### src/logic/rv_core_pkg.sv
package rv_core_pkg;

    // ********************************************************************
    // widths and reset values
    // ********************************************************************
    localparam int XLEN      = 64;
    localparam int ILEN      = 32;
    localparam int REG_IDX_W = 5;
    localparam int NUM_REGS  = 32;

    localparam logic [XLEN-1:0] PC_RESET = 64'h0000_0000_8000_0000;
    localparam logic [XLEN-1:0] PC_STEP  = 64'd4;

    // ********************************************************************
    // instruction encodings
    // ********************************************************************
    localparam logic [6:0] OPC_OP     = 7'b0110011;
    localparam logic [6:0] OPC_OP_IMM = 7'b0010011;
    localparam logic [6:0] OPC_LUI    = 7'b0110111;

    // shared by the immediate and register groups
    localparam logic [2:0] F3_ADD = 3'b000;
    localparam logic [2:0] F3_SLT = 3'b010;
    localparam logic [2:0] F3_XOR = 3'b100;
    localparam logic [2:0] F3_OR  = 3'b110;
    localparam logic [2:0] F3_AND = 3'b111;

    localparam logic [6:0] F7_SUB = 7'b0100000;

    // addi x0, x0, 0
    localparam logic [ILEN-1:0] NOP_WORD = 32'h0000_0013;

    // ********************************************************************
    // alu codes
    // ********************************************************************
    localparam int ALU_OP_W = 3;

    localparam logic [ALU_OP_W-1:0] ALU_ADD  = 3'd0;
    localparam logic [ALU_OP_W-1:0] ALU_SUB  = 3'd1;
    localparam logic [ALU_OP_W-1:0] ALU_SLT  = 3'd2;
    localparam logic [ALU_OP_W-1:0] ALU_XOR  = 3'd3;
    localparam logic [ALU_OP_W-1:0] ALU_OR   = 3'd4;
    localparam logic [ALU_OP_W-1:0] ALU_AND  = 3'd5;
    // result is operand 2, used by lui
    localparam logic [ALU_OP_W-1:0] ALU_PASS = 3'd6;

    // one instruction word, three views
    typedef union packed {
        struct packed {
            logic [6:0] funct7;
            logic [4:0] rs2;
            logic [4:0] rs1;
            logic [2:0] funct3;
            logic [4:0] rd;
            logic [6:0] opcode;
        } r_fmt;
        struct packed {
            logic [11:0] imm12;
            logic [4:0]  rs1;
            logic [2:0]  funct3;
            logic [4:0]  rd;
            logic [6:0]  opcode;
        } i_fmt;
        struct packed {
            logic [19:0] imm20;
            logic [4:0]  rd;
            logic [6:0]  opcode;
        } u_fmt;
    } inst_u;

endpackage

### src/logic/exec_req_if.sv
interface exec_req_if import rv_core_pkg::*; ();

    // one decoded operation per cycle, no handshake
    logic                 valid;
    logic [ALU_OP_W-1:0]  alu_op;
    logic [XLEN-1:0]      op1;
    logic [XLEN-1:0]      op2;
    logic [REG_IDX_W-1:0] rd;
    logic                 reg_we;

    // decode side
    modport src (
        output valid, alu_op, op1, op2, rd, reg_we
    );

    // execute side
    modport dst (
        input valid, alu_op, op1, op2, rd, reg_we
    );

endinterface

### src/logic/decode_stage.sv
module decode_stage import rv_core_pkg::*; (
    input  logic                 clk,
    input  logic                 rst_n,
    input  logic                 fd_valid_i,
    input  inst_u                fd_inst_i,
    output logic [REG_IDX_W-1:0] rs1_o,
    output logic [REG_IDX_W-1:0] rs2_o,
    input  logic [XLEN-1:0]      rdata1_i,
    input  logic [XLEN-1:0]      rdata2_i,
    input  logic                 ex_fwd_en_i,
    input  logic [REG_IDX_W-1:0] ex_fwd_addr_i,
    input  logic [XLEN-1:0]      ex_fwd_data_i,
    input  logic                 wb_en_i,
    input  logic [REG_IDX_W-1:0] wb_addr_i,
    input  logic [XLEN-1:0]      wb_data_i,
    exec_req_if.src              req
);

    logic [REG_IDX_W-1:0] rs1_idx;
    logic [REG_IDX_W-1:0] rs2_idx;
    logic [REG_IDX_W-1:0] rd_idx;
    logic [XLEN-1:0]      imm;
    logic                 use_imm;
    logic                 known;
    logic [ALU_OP_W-1:0]  alu_op;
    logic [XLEN-1:0]      op1;
    logic [XLEN-1:0]      op2;

    function automatic logic [ALU_OP_W-1:0] f3_to_alu(input logic [2:0] f3);
        case (f3)
            F3_SLT:  return ALU_SLT;
            F3_XOR:  return ALU_XOR;
            F3_OR:   return ALU_OR;
            F3_AND:  return ALU_AND;
            default: return ALU_ADD;
        endcase
    endfunction

    function automatic logic f3_kept(input logic [2:0] f3);
        return f3 inside {F3_ADD, F3_SLT, F3_XOR, F3_OR, F3_AND};
    endfunction

    // execute result wins over writeback, then the register file
    function automatic logic [XLEN-1:0] fwd_operand(
        input logic [REG_IDX_W-1:0] idx,
        input logic [XLEN-1:0]      rf_data
    );
        if (ex_fwd_en_i && ex_fwd_addr_i == idx) begin
            return ex_fwd_data_i;
        end else if (wb_en_i && wb_addr_i == idx) begin
            return wb_data_i;
        end else begin
            return rf_data;
        end
    endfunction

    // ********************************************************************
    // field extraction and alu code
    // ********************************************************************
    always_comb begin
        rs1_idx = '0;
        rs2_idx = '0;
        rd_idx  = '0;
        imm     = '0;
        use_imm = 1'b0;
        known   = 1'b0;
        alu_op  = ALU_ADD;
        case (fd_inst_i.r_fmt.opcode)
            OPC_LUI: begin
                rd_idx  = fd_inst_i.u_fmt.rd;
                imm     = {{(XLEN-ILEN){fd_inst_i.u_fmt.imm20[19]}},
                           fd_inst_i.u_fmt.imm20, 12'b0};
                use_imm = 1'b1;
                alu_op  = ALU_PASS;
                known   = 1'b1;
            end
            OPC_OP_IMM: begin
                rs1_idx = fd_inst_i.i_fmt.rs1;
                rd_idx  = fd_inst_i.i_fmt.rd;
                imm     = {{(XLEN-12){fd_inst_i.i_fmt.imm12[11]}}, fd_inst_i.i_fmt.imm12};
                use_imm = 1'b1;
                alu_op  = f3_to_alu(fd_inst_i.i_fmt.funct3);
                known   = f3_kept(fd_inst_i.i_fmt.funct3);
            end
            OPC_OP: begin
                rs1_idx = fd_inst_i.r_fmt.rs1;
                rs2_idx = fd_inst_i.r_fmt.rs2;
                rd_idx  = fd_inst_i.r_fmt.rd;
                alu_op  = f3_to_alu(fd_inst_i.r_fmt.funct3);
                known   = f3_kept(fd_inst_i.r_fmt.funct3) && fd_inst_i.r_fmt.funct7 == '0;
                // sub is add with funct7 set
                if (fd_inst_i.r_fmt.funct3 == F3_ADD && fd_inst_i.r_fmt.funct7 == F7_SUB) begin
                    alu_op = ALU_SUB;
                    known  = 1'b1;
                end
            end
            default: begin
                known = 1'b0;
            end
        endcase
    end

    assign rs1_o = rs1_idx;
    assign rs2_o = rs2_idx;

    // operand select through the bypass
    always_comb begin
        op1 = fwd_operand(rs1_idx, rdata1_i);
        op2 = use_imm ? imm : fwd_operand(rs2_idx, rdata2_i);
    end

    // decode/execute register, x0 writes dropped here
    always_ff @(posedge clk) begin
        if (rst_n) begin
            req.valid  <= 1'b0;
            req.reg_we <= 1'b0;
        end else begin
            req.valid  <= fd_valid_i;
            req.reg_we <= fd_valid_i && known && rd_idx != '0;
        end
    end

    always_ff @(posedge clk) begin
        req.alu_op <= alu_op;
        req.op1    <= op1;
        req.op2    <= op2;
        req.rd     <= rd_idx;
    end

endmodule

### src/flat_wrapper.sv
// flat-port wrapper written by rule: the top's interface ports become plain ports
module decode_stage_flat import rv_core_pkg::*;
  (clk, rst_n, fd_valid_i, fd_inst_i, rs1_o, rs2_o, rdata1_i, rdata2_i, ex_fwd_en_i, ex_fwd_addr_i, ex_fwd_data_i, wb_en_i, wb_addr_i, wb_data_i, req_valid, req_alu_op, req_op1, req_op2, req_rd, req_reg_we);
  exec_req_if req_i ();
  input  logic clk;
  input  logic rst_n;
  input  logic fd_valid_i;
  input  inst_u fd_inst_i;
  output logic [REG_IDX_W-1:0] rs1_o;
  output logic [REG_IDX_W-1:0] rs2_o;
  input  logic [XLEN-1:0] rdata1_i;
  input  logic [XLEN-1:0] rdata2_i;
  input  logic ex_fwd_en_i;
  input  logic [REG_IDX_W-1:0] ex_fwd_addr_i;
  input  logic [XLEN-1:0] ex_fwd_data_i;
  input  logic wb_en_i;
  input  logic [REG_IDX_W-1:0] wb_addr_i;
  input  logic [XLEN-1:0] wb_data_i;
  output wire logic [$bits(req_i.valid)-1:0] req_valid;
  output wire logic [$bits(req_i.alu_op)-1:0] req_alu_op;
  output wire logic [$bits(req_i.op1)-1:0] req_op1;
  output wire logic [$bits(req_i.op2)-1:0] req_op2;
  output wire logic [$bits(req_i.rd)-1:0] req_rd;
  output wire logic [$bits(req_i.reg_we)-1:0] req_reg_we;
  assign req_valid = req_i.valid;
  assign req_alu_op = req_i.alu_op;
  assign req_op1 = req_i.op1;
  assign req_op2 = req_i.op2;
  assign req_rd = req_i.rd;
  assign req_reg_we = req_i.reg_we;
  decode_stage u_core (.clk(clk), .rst_n(rst_n), .fd_valid_i(fd_valid_i), .fd_inst_i(fd_inst_i), .rs1_o(rs1_o), .rs2_o(rs2_o), .rdata1_i(rdata1_i), .rdata2_i(rdata2_i), .ex_fwd_en_i(ex_fwd_en_i), .ex_fwd_addr_i(ex_fwd_addr_i), .ex_fwd_data_i(ex_fwd_data_i), .wb_en_i(wb_en_i), .wb_addr_i(wb_addr_i), .wb_data_i(wb_data_i), .req(req_i));
endmodule
### config.mk
export PLATFORM = sky130hd
export DESIGN_NAME = decode_stage_flat
export DESIGN_NICKNAME = d
export VERILOG_FILES = /design/src/logic/rv_core_pkg.sv /design/src/logic/exec_req_if.sv /design/src/logic/decode_stage.sv /design/src/flat_wrapper.sv
export SDC_FILE = /design/constraint.sdc
export NUM_CORES = 1
export LEC_CHECK = 0
export ABC_AREA = 1
export BUFFER_PORTS_ARGS = -buffer_cell sky130_fd_sc_hd__buf_4
export CORE_AREA = 3 3 172 174
export DETAILED_ROUTE_END_ITERATION = 16
export DIE_AREA = 0 0 175 177
export GPL_ROUTABILITY_DRIVEN = 0
export MAX_ROUTING_LAYER = met4
export PLACE_DENSITY = 0.56
export SLEW_MARGIN = 30
export SYNTH_ARGS = -nofsm -noshare
export SYNTH_HDL_FRONTEND = slang
export SYNTH_SLANG_ARGS = --single-unit
export TNS_END_PERCENT = 50
### constraint.sdc
create_clock -name clk -period 2.1 [get_ports clk]
set_clock_uncertainty 0.15 [all_clocks]
set_input_delay 0.21 -clock clk [delete_from_list [all_inputs] [get_ports clk]]
set_output_delay 0.21 -clock clk [all_outputs]
set_load 0.03 [all_outputs]
==> results of run 1 <==
-- cells by family (layout without fill, tap and decap cells) --
| family | Yosys count | in the layout | synth area share |
|---|---|---|---|
| XOR/XNOR | 2 | 2 | 0.00204 |
| buffers and inverters | 299 | 1054 | 0.173 |
| flip-flops | 138 | 138 | 0.322 |
| AND/OR/NAND/NOR | 910 | 910 | 0.488 |
| AO/OA/AOI/OAI | 21 | 21 | 0.0143 |
| other | 0 | 3 | 0 |
-- cells in the mapped netlist (all sizes together) (2+ instances only) --
cell type	number	area share
nand3	147	0.090
xor2	2	0.0020
o21ai	11	0.0064
o211ai	2	0.0017
nand4	193	0.14
buf	101	0.087
nor4	2	0.0015
a21oi	5	0.0034
inv	187	0.082
clkbuf	11	0.0048
nor2	153	0.072
nand3b	2	0.0017
dfxtp	138	0.32
nand2	411	0.18
-- cells in the final DEF, fill, tap and decap left out, types with 4 or more instances in the layout --
cell type and instances:
buf_4 525, nand2_1 406, dlygate4sd3_1 279, nand4_1 193
inv_1 182, nand3_1 142, nor2_1 138, dfxtp_1 138
buf_12 31, clkbuf_16 19, o21ai_0 11, nor2_4 10
inv_2 5, nor2_2 5, nand2_2 5, nand3_4 4
a21oi_1 4, bufinv_16 4
-- worst max-delay path by stage --
stage | end | slack, ns | cells past startpoint
final | u_core.req.op2[43] | 0.10 | 13
after floorplan | u_core.req.op2[43] | 0.13 | 12
after global placement | u_core.req.op2[43] | -0.21 | 15
after detailed placement | u_core.req.op2[43] | -0.23 | 15
after CTS | u_core.req.op2[43] | 0.08 | 14
after global routing | u_core.req.op2[28] | 0.01 | 14
-- per-stage QoR --
step / util / power [W] / hold slack (ns)
after CTS: 0.583 / 0.00869 / 0.00375
after detailed placement: 0.461 / 0.00493 / 0.242
final: 0.586 / 0.00868 / 0.0242
after global routing: 0.586 / 0.00899 / 0.0130
after floorplan: - / 0.00382 / 0.142
after global placement: 0.461 / 0.00492 / 0.234
-- flip-flops by register name (all words and copies together) (netlist names) --
signal             count
u_core.req.op2        64
u_core.req.op1        64
u_core.req.alu_op      3
u_core.req.reg_we      1
u_core.req.valid       1
u_core.req.rd          5
-- layout make-up --
class	count	area, um^2	area share
well taps	378	473	0.0289
clock buffers	19	453	0.0277
clock inverters	11	171	0.0105
repair buffers	837	7400	0.452
diodes	3	7.51	0.000458
flip-flops and latches	138	2760	0.169
multi-input cells	933	4400	0.269
inverters	187	702	0.0429
-- layer usage --
layer | GRT usage | part of all wire | vias up
li1 | - | - | 5902
met1 | 0.349 | 0.40 | 5729
met2 | 0.495 | 0.48 | 798
met3 | 0.0485 | 0.072 | 169
met4 | 0.156 | 0.051 | 0
met5 | - | 0 | -
-- worst max-delay path, cell delays in order --
cell and delay [ns]:
dlygate4sd3_1 0.52, buf_4 0.16, nand2_1 0.13, nand2_1 0.09
nand2_1 0.05, nor2_2 0.14, nand3_4 0.20, buf_12 0.21
buf_4 0.14, nor2_1 0.08, nor2_1 0.05, nand2_1 0.09
nand2_1 0.05
-- power groups by stage --
stage	registers (W)	clock network (W)	logic, W
floorplan	0.00326	0	0.000563
global placement	0.00292	0	0.00200
detailed placement	0.00292	0	0.00201
CTS	0.00286	0.00338	0.00245
global route	0.00287	0.00347	0.00264
finish	0.00286	0.00333	0.00250
-- repair_timing --
| item | in CTS | in global routing |
|---|---|---|
| hold endpoints to repair | 136 | 0 |
| buffers inserted | 0 | 1 |
| setup endpoints to repair | 0 | 19 |
| hold buffers | 279 | 0 |
| resized for setup | 0 | 6 |
==> flow_summary.toml, run 1 <==
[timing]
fmax_mhz = 501
slew_violations = 0
min_period_ns = 2.00
fin_crit_sh = 0.951
finalSetupTns_ns = 0
setup_slack_ns = 0.103
hold_viol = 0
slew_headroom = 0.718
worstMarginPinSlew_ns = 0.417
setup_viol = 0
rsz0062_at_grt = "no"

[yosys]
syn_inst = 1370
yosysUniqueCellTypes = 29
postSynthAreaPerCell_um2 = 6.27
ys_dominant_reg_cell = "dfxtp_1"
synth_nets = 1673
ys_seq_area_frac = 0.322
syn_area_um2 = 8580
synth_edf_count = 0
async_flop_share = 0
ys_warn_count = 0
synth_seq_cells = 138

[setup_path]
endpoint_kind = "flop"
critical_path_required_ns = 2.26
criticalPathCategory = "input port to flop"
crit_path_max_fanout = 8
worstPathArrival_ns = 2.16
crit_path_start_kind = "input port"
critPathLaunch = "fd_inst_i[24]"

[die]
die_y_um = 177
initial_utilization = 0.307
die_w_um = 175
die-area_um2 = 31000
ioPinCount = 451
core_um2 = 27900
rows = 61

[grt]
grt_pass1_vias = 12800
grt_pass1_wl_um = 70500
track_usage = 0.298
antenna_found_initial = 2
grt_max_degree = 54
overflow = 0

[placement]
dpl.hpwl_um = 32900
dp.cells = 2191
place_ws_ns = -0.227
dpl_cell_area_um2 = 12900
io_buffers = 450

[clock_network]
clkSinkCount = 138
htreeDepth = 4
cts_buffers = 17
cts.clk_slew.worst_paths_ns = 0.06
cts_tree = "built"
root_buffer = "clkbuf_16"
clock_path_buffers = 2

[hold_path]
hold_depth = 5
min_from = "rdata1_i[35]"
hold_end = "u_core.req.op1[35]"
min_path_type = "input port to flop"

[power_and_ir_drop]
clock_power_share = 0.383
p_switching_w = 0.00262
seqPwrFrac = 0.329
irDropWorstVdd_uv = 492
p_sw_frac = 0.302
p_int_w = 0.00606
pwr_density_cell_nw_per_um2 = 530
comb_power_share = 0.287
p_leak_nw = 8.78

[final_layout]
nets = 2417
layout.cells.non_filler = 2506
design_area_um2 = 16400
drive_above_1_share = 0.292
areaGrowthSynthToFinish_pct = 90.8
nFillCells = 2535

[routing]
ant_nets = 0
drcViolationCount = 0
first_pass_iters = 6
wl_per_cell_um = 18.8
vias = 12600
routed_wl_um = 47100
via_per_inst = 5.03
first_iter_violations = 1027

[run]
max-cap-violations = 0

[outcome]
status = "finished clean"
Note: power is estimated with default switching activity, not from simulation.
==> inputs of run 2 (changes only) <==
--- a/config.mk
+++ b/config.mk
@@ -7,12 +7,12 @@
 export LEC_CHECK = 0
 export ABC_AREA = 1
 export BUFFER_PORTS_ARGS = -buffer_cell sky130_fd_sc_hd__buf_4
-export CORE_AREA = 3 3 172 174
+export CORE_AREA = 3 3 176 178
 export DETAILED_ROUTE_END_ITERATION = 16
-export DIE_AREA = 0 0 175 177
+export DIE_AREA = 0 0 179 181
 export GPL_ROUTABILITY_DRIVEN = 0
 export MAX_ROUTING_LAYER = met4
-export PLACE_DENSITY = 0.56
+export PLACE_DENSITY_LB_ADDON = 0.05
 export SLEW_MARGIN = 30
 export SYNTH_ARGS = -nofsm -noshare
 export SYNTH_HDL_FRONTEND = slang
==> flow_summary.toml, run 2 (same netlist as run 1, synthesis figures left out) <==
[placement]
dpl.hpwl_um = 32200
place_ws_ns = -0.153
dp.cells = 2171
dpl_cell_area_um2 = 12700
io_buffers = 450

[final_layout]
final_common_cell = "buf_4"
nFillCells = 2916
drive_above_1_share = 0.278
layout_common_cells = "489 x buf_4, 406 x nand2_1, 284 x dlygate4sd3_1"
nets = 2387
areaGrowthSynthToFinish_pct = 88.5
design_area_um2 = 16200
layout.cells.non_filler = 2491
reg.largest.list = "u_core.req.op1 x64, u_core.req.op2 x64, u_core.req.rd x5"

[power_and_ir_drop]
finalPower_w = 0.00858
clock_power_share = 0.383
comb_power_share = 0.285
p_int_w = 0.00605
seqPwrFrac = 0.332
irDropWorstVdd_uv = 443
p_leak_nw = 8.63
p_switching_w = 0.00253
pwr_density_cell_nw_per_um2 = 530
p_sw_frac = 0.295

[timing]
fin_crit_sh = 0.914
slew_headroom = 0.740
fmax_mhz = 521
setup_slack_ns = 0.180
setup_viol = 0
hold_viol = 0
rsz0062_at_grt = "no"
worstMarginPinSlew_ns = 0.385
min_period_ns = 1.92
slew_violations = 0
finalSetupTns_ns = 0

[clock_network]
clock_path_buffers = 2
root_buffer = "clkbuf_16"
clkSinkCount = 138
cts_buffers = 17
cts.clk_slew.worst_paths_ns = 0.06
cts_tree = "built"
cts_setup_buffers = 0
htreeDepth = 4

[routing]
wl_per_cell_um = 18.0
routed_wl_um = 44800
first_iter_violations = 801
drcViolationCount = 0
first_pass_iters = 5
via_per_inst = 4.78
ant_nets = 0
vias = 11900

[outcome]
status = "finished clean"

[hold_path]
hold_depth = 4
hold_end = "u_core.req.alu_op[0]"
min_from = "fd_inst_i[31]"
min_path_type = "input port to flop"

[setup_path]
endpoint_kind = "flop"
crit_path_start_kind = "input port"
slowest_stage = "dlygate4sd3_1"
path_cells = "dlygate4sd3_1 -> buf_4 -> inv_1 -> nor2_1 -> nand2_1 -> nand2_1 -> nor2_4 -> nand3_4 -> buf_12 -> nand2_1 -> nand3_1 -> nand2_1 -> nand2_1"
path_common_cell = "nand2_1"
crit_path_max_fanout = 34
worstPathArrival_ns = 2.08
criticalPathCategory = "input port to flop"
slowest_delay_ns = 0.56
critical_path_required_ns = 2.26

[grt]
grt_pass1_vias = 12200
track_usage = 0.276
grt_max_degree = 59
overflow = 0
antenna_found_initial = 4
grt_pass1_wl_um = 67600

[die]
core_um2 = 29600
die_w_um = 179
rows = 63
die_y_um = 181
initial_utilization = 0.290
die-area_um2 = 32400
ioPinCount = 451

[run]
max-cap-violations = 0
==> run 2: how the worst max path moves through the flow <==
stage,slack (ns),cells after the start,end,start
detailed placement,-0.15,14,u_core.req.op2[30],fd_inst_i[3]
global route,0.01,13,u_core.req.op2[28],fd_inst_i[22]
finish,0.18,13,u_core.req.op2[45],fd_inst_i[22]
global placement,-0.15,12,u_core.req.op1[32],fd_inst_i[3]
floorplan,0.13,12,u_core.req.op2[43],fd_inst_i[3]
CTS,0.15,13,u_core.req.op2[30],fd_inst_i[22]
==> run 2: metal layers <==
metal  part of all wire  vias up  wire length [um]  global-route usage
met1               0.41     5444             18600               0.331
li1                   -     5842                 -                   -
met5                  0        -                 0                   -
met3              0.075       72              3380              0.0538
met4              0.026        0              1190              0.0845
met2               0.48      558             21700               0.467
==> run 2: timing repair <==
| item | in CTS | in global routing |
|---|---|---|
| hold buffers | 284 | 0 |
| resized for setup | 0 | 1 |
| hold endpoints to repair | 137 | 0 |
| setup endpoints to repair | 0 | 1 |
==> run 2: stage by stage <==
stage	hold slack (ns)	utilization
after CTS	0.0350	0.547
after global placement	0.235	0.430
after floorplan	0.142	-
after global routing	0.0480	0.547
after detailed placement	0.238	0.430
final	0.0317	0.547
==> run 2: layout make-up <==
cell class	count	area [um^2]	area share
clock buffers	21	460	0.0285
flip-flops and latches	138	2760	0.171
repair buffers	807	7190	0.445
inverters	187	702	0.0434
clock inverters	11	169	0.0104
multi-input cells	933	4400	0.272
diodes	4	10.0	0.000619
well taps	390	488	0.0302
==> run 2: worst max-delay path: cells and delay by family <==
kind                   cells  cell delay [ns]
buffers and inverters      4             1.00
AND/OR/NAND/NOR            9             0.86
==> run 2: power groups by stage <==
stage	clock (W)	combinational, W	sequential [W]
2_1_floorplan	0	0.000563	0.00326
3_3_place_gp	0	0.00200	0.00291
3_5_place_dp	0	0.00199	0.00291
4_1_cts	0.00336	0.00243	0.00285
5_1_grt	0.00345	0.00261	0.00287
6_report	0.00329	0.00244	0.00285
==> inputs of run 3 (changes only) <==
--- a/config.mk
+++ b/config.mk
@@ -13,6 +13,7 @@
 export GPL_ROUTABILITY_DRIVEN = 0
 export MAX_ROUTING_LAYER = met4
 export PLACE_DENSITY_LB_ADDON = 0.05
+export RECOVER_POWER = 50
 export SLEW_MARGIN = 30
 export SYNTH_ARGS = -nofsm -noshare
 export SYNTH_HDL_FRONTEND = slang
==> constraint.sdc (replaced) <==
create_clock -name clk -period 2.1 [get_ports clk]
set_clock_uncertainty 0.15 [all_clocks]
set_input_delay 0.105 -clock clk [delete_from_list [all_inputs] [get_ports clk]]
set_output_delay 0.105 -clock clk [all_outputs]
set_load 0.03 [all_outputs]
==> flow_summary.toml, run 3 (same netlist as run 1, synthesis figures left out) <==
[hold_path]
min_from = "fd_inst_i[6]"
hold_end = "u_core.req.alu_op[0]"
hold_depth = 7
min_path_type = "input port to flop"

[routing]
wl_per_cell_um = 18.1
routed_wl_um = 45000
ant_nets = 0
first_pass_iters = 5
first_iter_violations = 848
vias = 12000
via_per_inst = 4.84
drcViolationCount = 0

[run]
max-cap-violations = 0

[timing]
hold_viol = 0
finalSetupTns_ns = 0
worstMarginPinSlew_ns = 0.487
setup_viol = 0
fmax_mhz = 503
slew_headroom = 0.677
rsz0062_at_grt = "no"
fin_crit_sh = 0.946
slew_violations = 0
min_period_ns = 1.99

[grt]
overflow = 0
grt_pass1_vias = 12400
grt_max_degree = 59
antenna_found_initial = 2
grt_pass1_wl_um = 67700
track_usage = 0.276

[die]
rows = 63
die_w_um = 179
die_y_um = 181
die-area_um2 = 32400
core_um2 = 29600
initial_utilization = 0.290
ioPinCount = 451

[final_layout]
reg.largest.list = "u_core.req.op1 x64, u_core.req.op2 x64, u_core.req.rd x5"
design_area_um2 = 15600
layout_common_cells = "406 x nand2_1, 343 x buf_4, 287 x dlygate4sd3_1"
layout.cells.non_filler = 2487
drive_above_1_share = 0.208
nFillCells = 3065
areaGrowthSynthToFinish_pct = 82.1
final_common_cell = "nand2_1"
nets = 2386

[outcome]
status = "finished clean"

[power_and_ir_drop]
seqPwrFrac = 0.339
p_switching_w = 0.00257
clock_power_share = 0.387
p_leak_nw = 8.10
irDropWorstVdd_uv = 430
p_sw_frac = 0.306
pwr_density_cell_nw_per_um2 = 537
p_int_w = 0.00582
comb_power_share = 0.274

[setup_path]
criticalPathCategory = "input port to flop"
critical_path_required_ns = 2.32
crit_path_max_fanout = 11
worstPathArrival_ns = 2.20
crit_path_start_kind = "input port"
endpoint_kind = "flop"

[clock_network]
clock_path_buffers = 2
htreeDepth = 4
clkSinkCount = 138
cts_buffers = 17
cts_tree = "built"
cts.clk_slew.worst_paths_ns = 0.06
root_buffer = "clkbuf_16"
cts_setup_buffers = 0

[placement]
dp.cells = 2166
dpl_cell_area_um2 = 12600
dpl.hpwl_um = 32300
io_buffers = 450
[run 3: changes by cell type in the layout (fill, tap and decap cells not counted), sizes merged, moves of 2 or more]
cell and change:
clkbuf +138, dlygate4sd3 +3, clkinv -2, buf -146, clkinvlp +2
[run 3: routing by layer]
metal  track usage  up-vias  part of all wire
li1              -     5850                 -
met1         0.336     5496              0.43
met2         0.451      581              0.46
met3        0.0494      110             0.073
met4         0.112        0             0.037
met5             -        -                 0
[run 3: worst max-delay path: stages]
cell and delay [ns]:
buf_4 0.12, nor2_2 0.13, nand2_2 0.10, buf_4 0.15, nor2_4 0.13, buf_6 0.17, nand3_1 0.07, dlygate4sd3_1 0.56
o211ai_1 0.09, dlygate4sd3_1 0.57
[run 3: cell type report]
type                    count  area (um^2)  area share
clock buffers              18          429      0.0275
multi-input cells         933         4390       0.281
inverters                 187          702      0.0449
clock inverters            12          175      0.0112
repair buffers            806         6670       0.427
flip-flops and latches    138         2760       0.177
diodes                      3         7.51    0.000480
well taps                 390          488      0.0312
[run 3: power groups by stage]
stage / clock network (W) / registers [W] / logic (W)
floorplan: 0 / 0.00326 / 0.000563
global placement: 0 / 0.00291 / 0.00199
detailed placement: 0 / 0.00291 / 0.00199
CTS: 0.00333 / 0.00285 / 0.00244
global route: 0.00342 / 0.00286 / 0.00247
finish: 0.00325 / 0.00285 / 0.00230
[run 3: repair_timing]
item                                   4_1_cts  5_1_grt
hold buffers                               288        0
gates resized for setup                      0        4
setup endpoints to repair                    0        2
endpoints found under the hold margin      138        0
[run 3: how the worst max path moves through the flow]
| stage | from | endpoint | slack, ns |
|---|---|---|---|
| finish | fd_inst_i[3] | u_core.req.alu_op[2] | 0.11 |
| global route | fd_inst_i[3] | u_core.req.alu_op[2] | 0.02 |
| CTS | fd_inst_i[3] | u_core.req.alu_op[2] | 0.02 |
| detailed placement | fd_inst_i[3] | u_core.req.op1[32] | -0.06 |
| global placement | fd_inst_i[3] | u_core.req.op1[32] | -0.06 |
| floorplan | fd_inst_i[3] | u_core.req.op2[43] | 0.23 |
[run 3: metrics by stage]
step	setup slack, ns	total power (W)	hold WS, ns	utilization
floorplan	0.231	0.00382	0.0374	-
global placement	-0.0630	0.00490	0.131	0.428
detailed placement	-0.0565	0.00490	0.132	0.428
CTS	0.0171	0.00862	0.152	0.546
global route	0.0228	0.00875	0.190	0.529
finish	0.113	0.00840	0.164	0.529
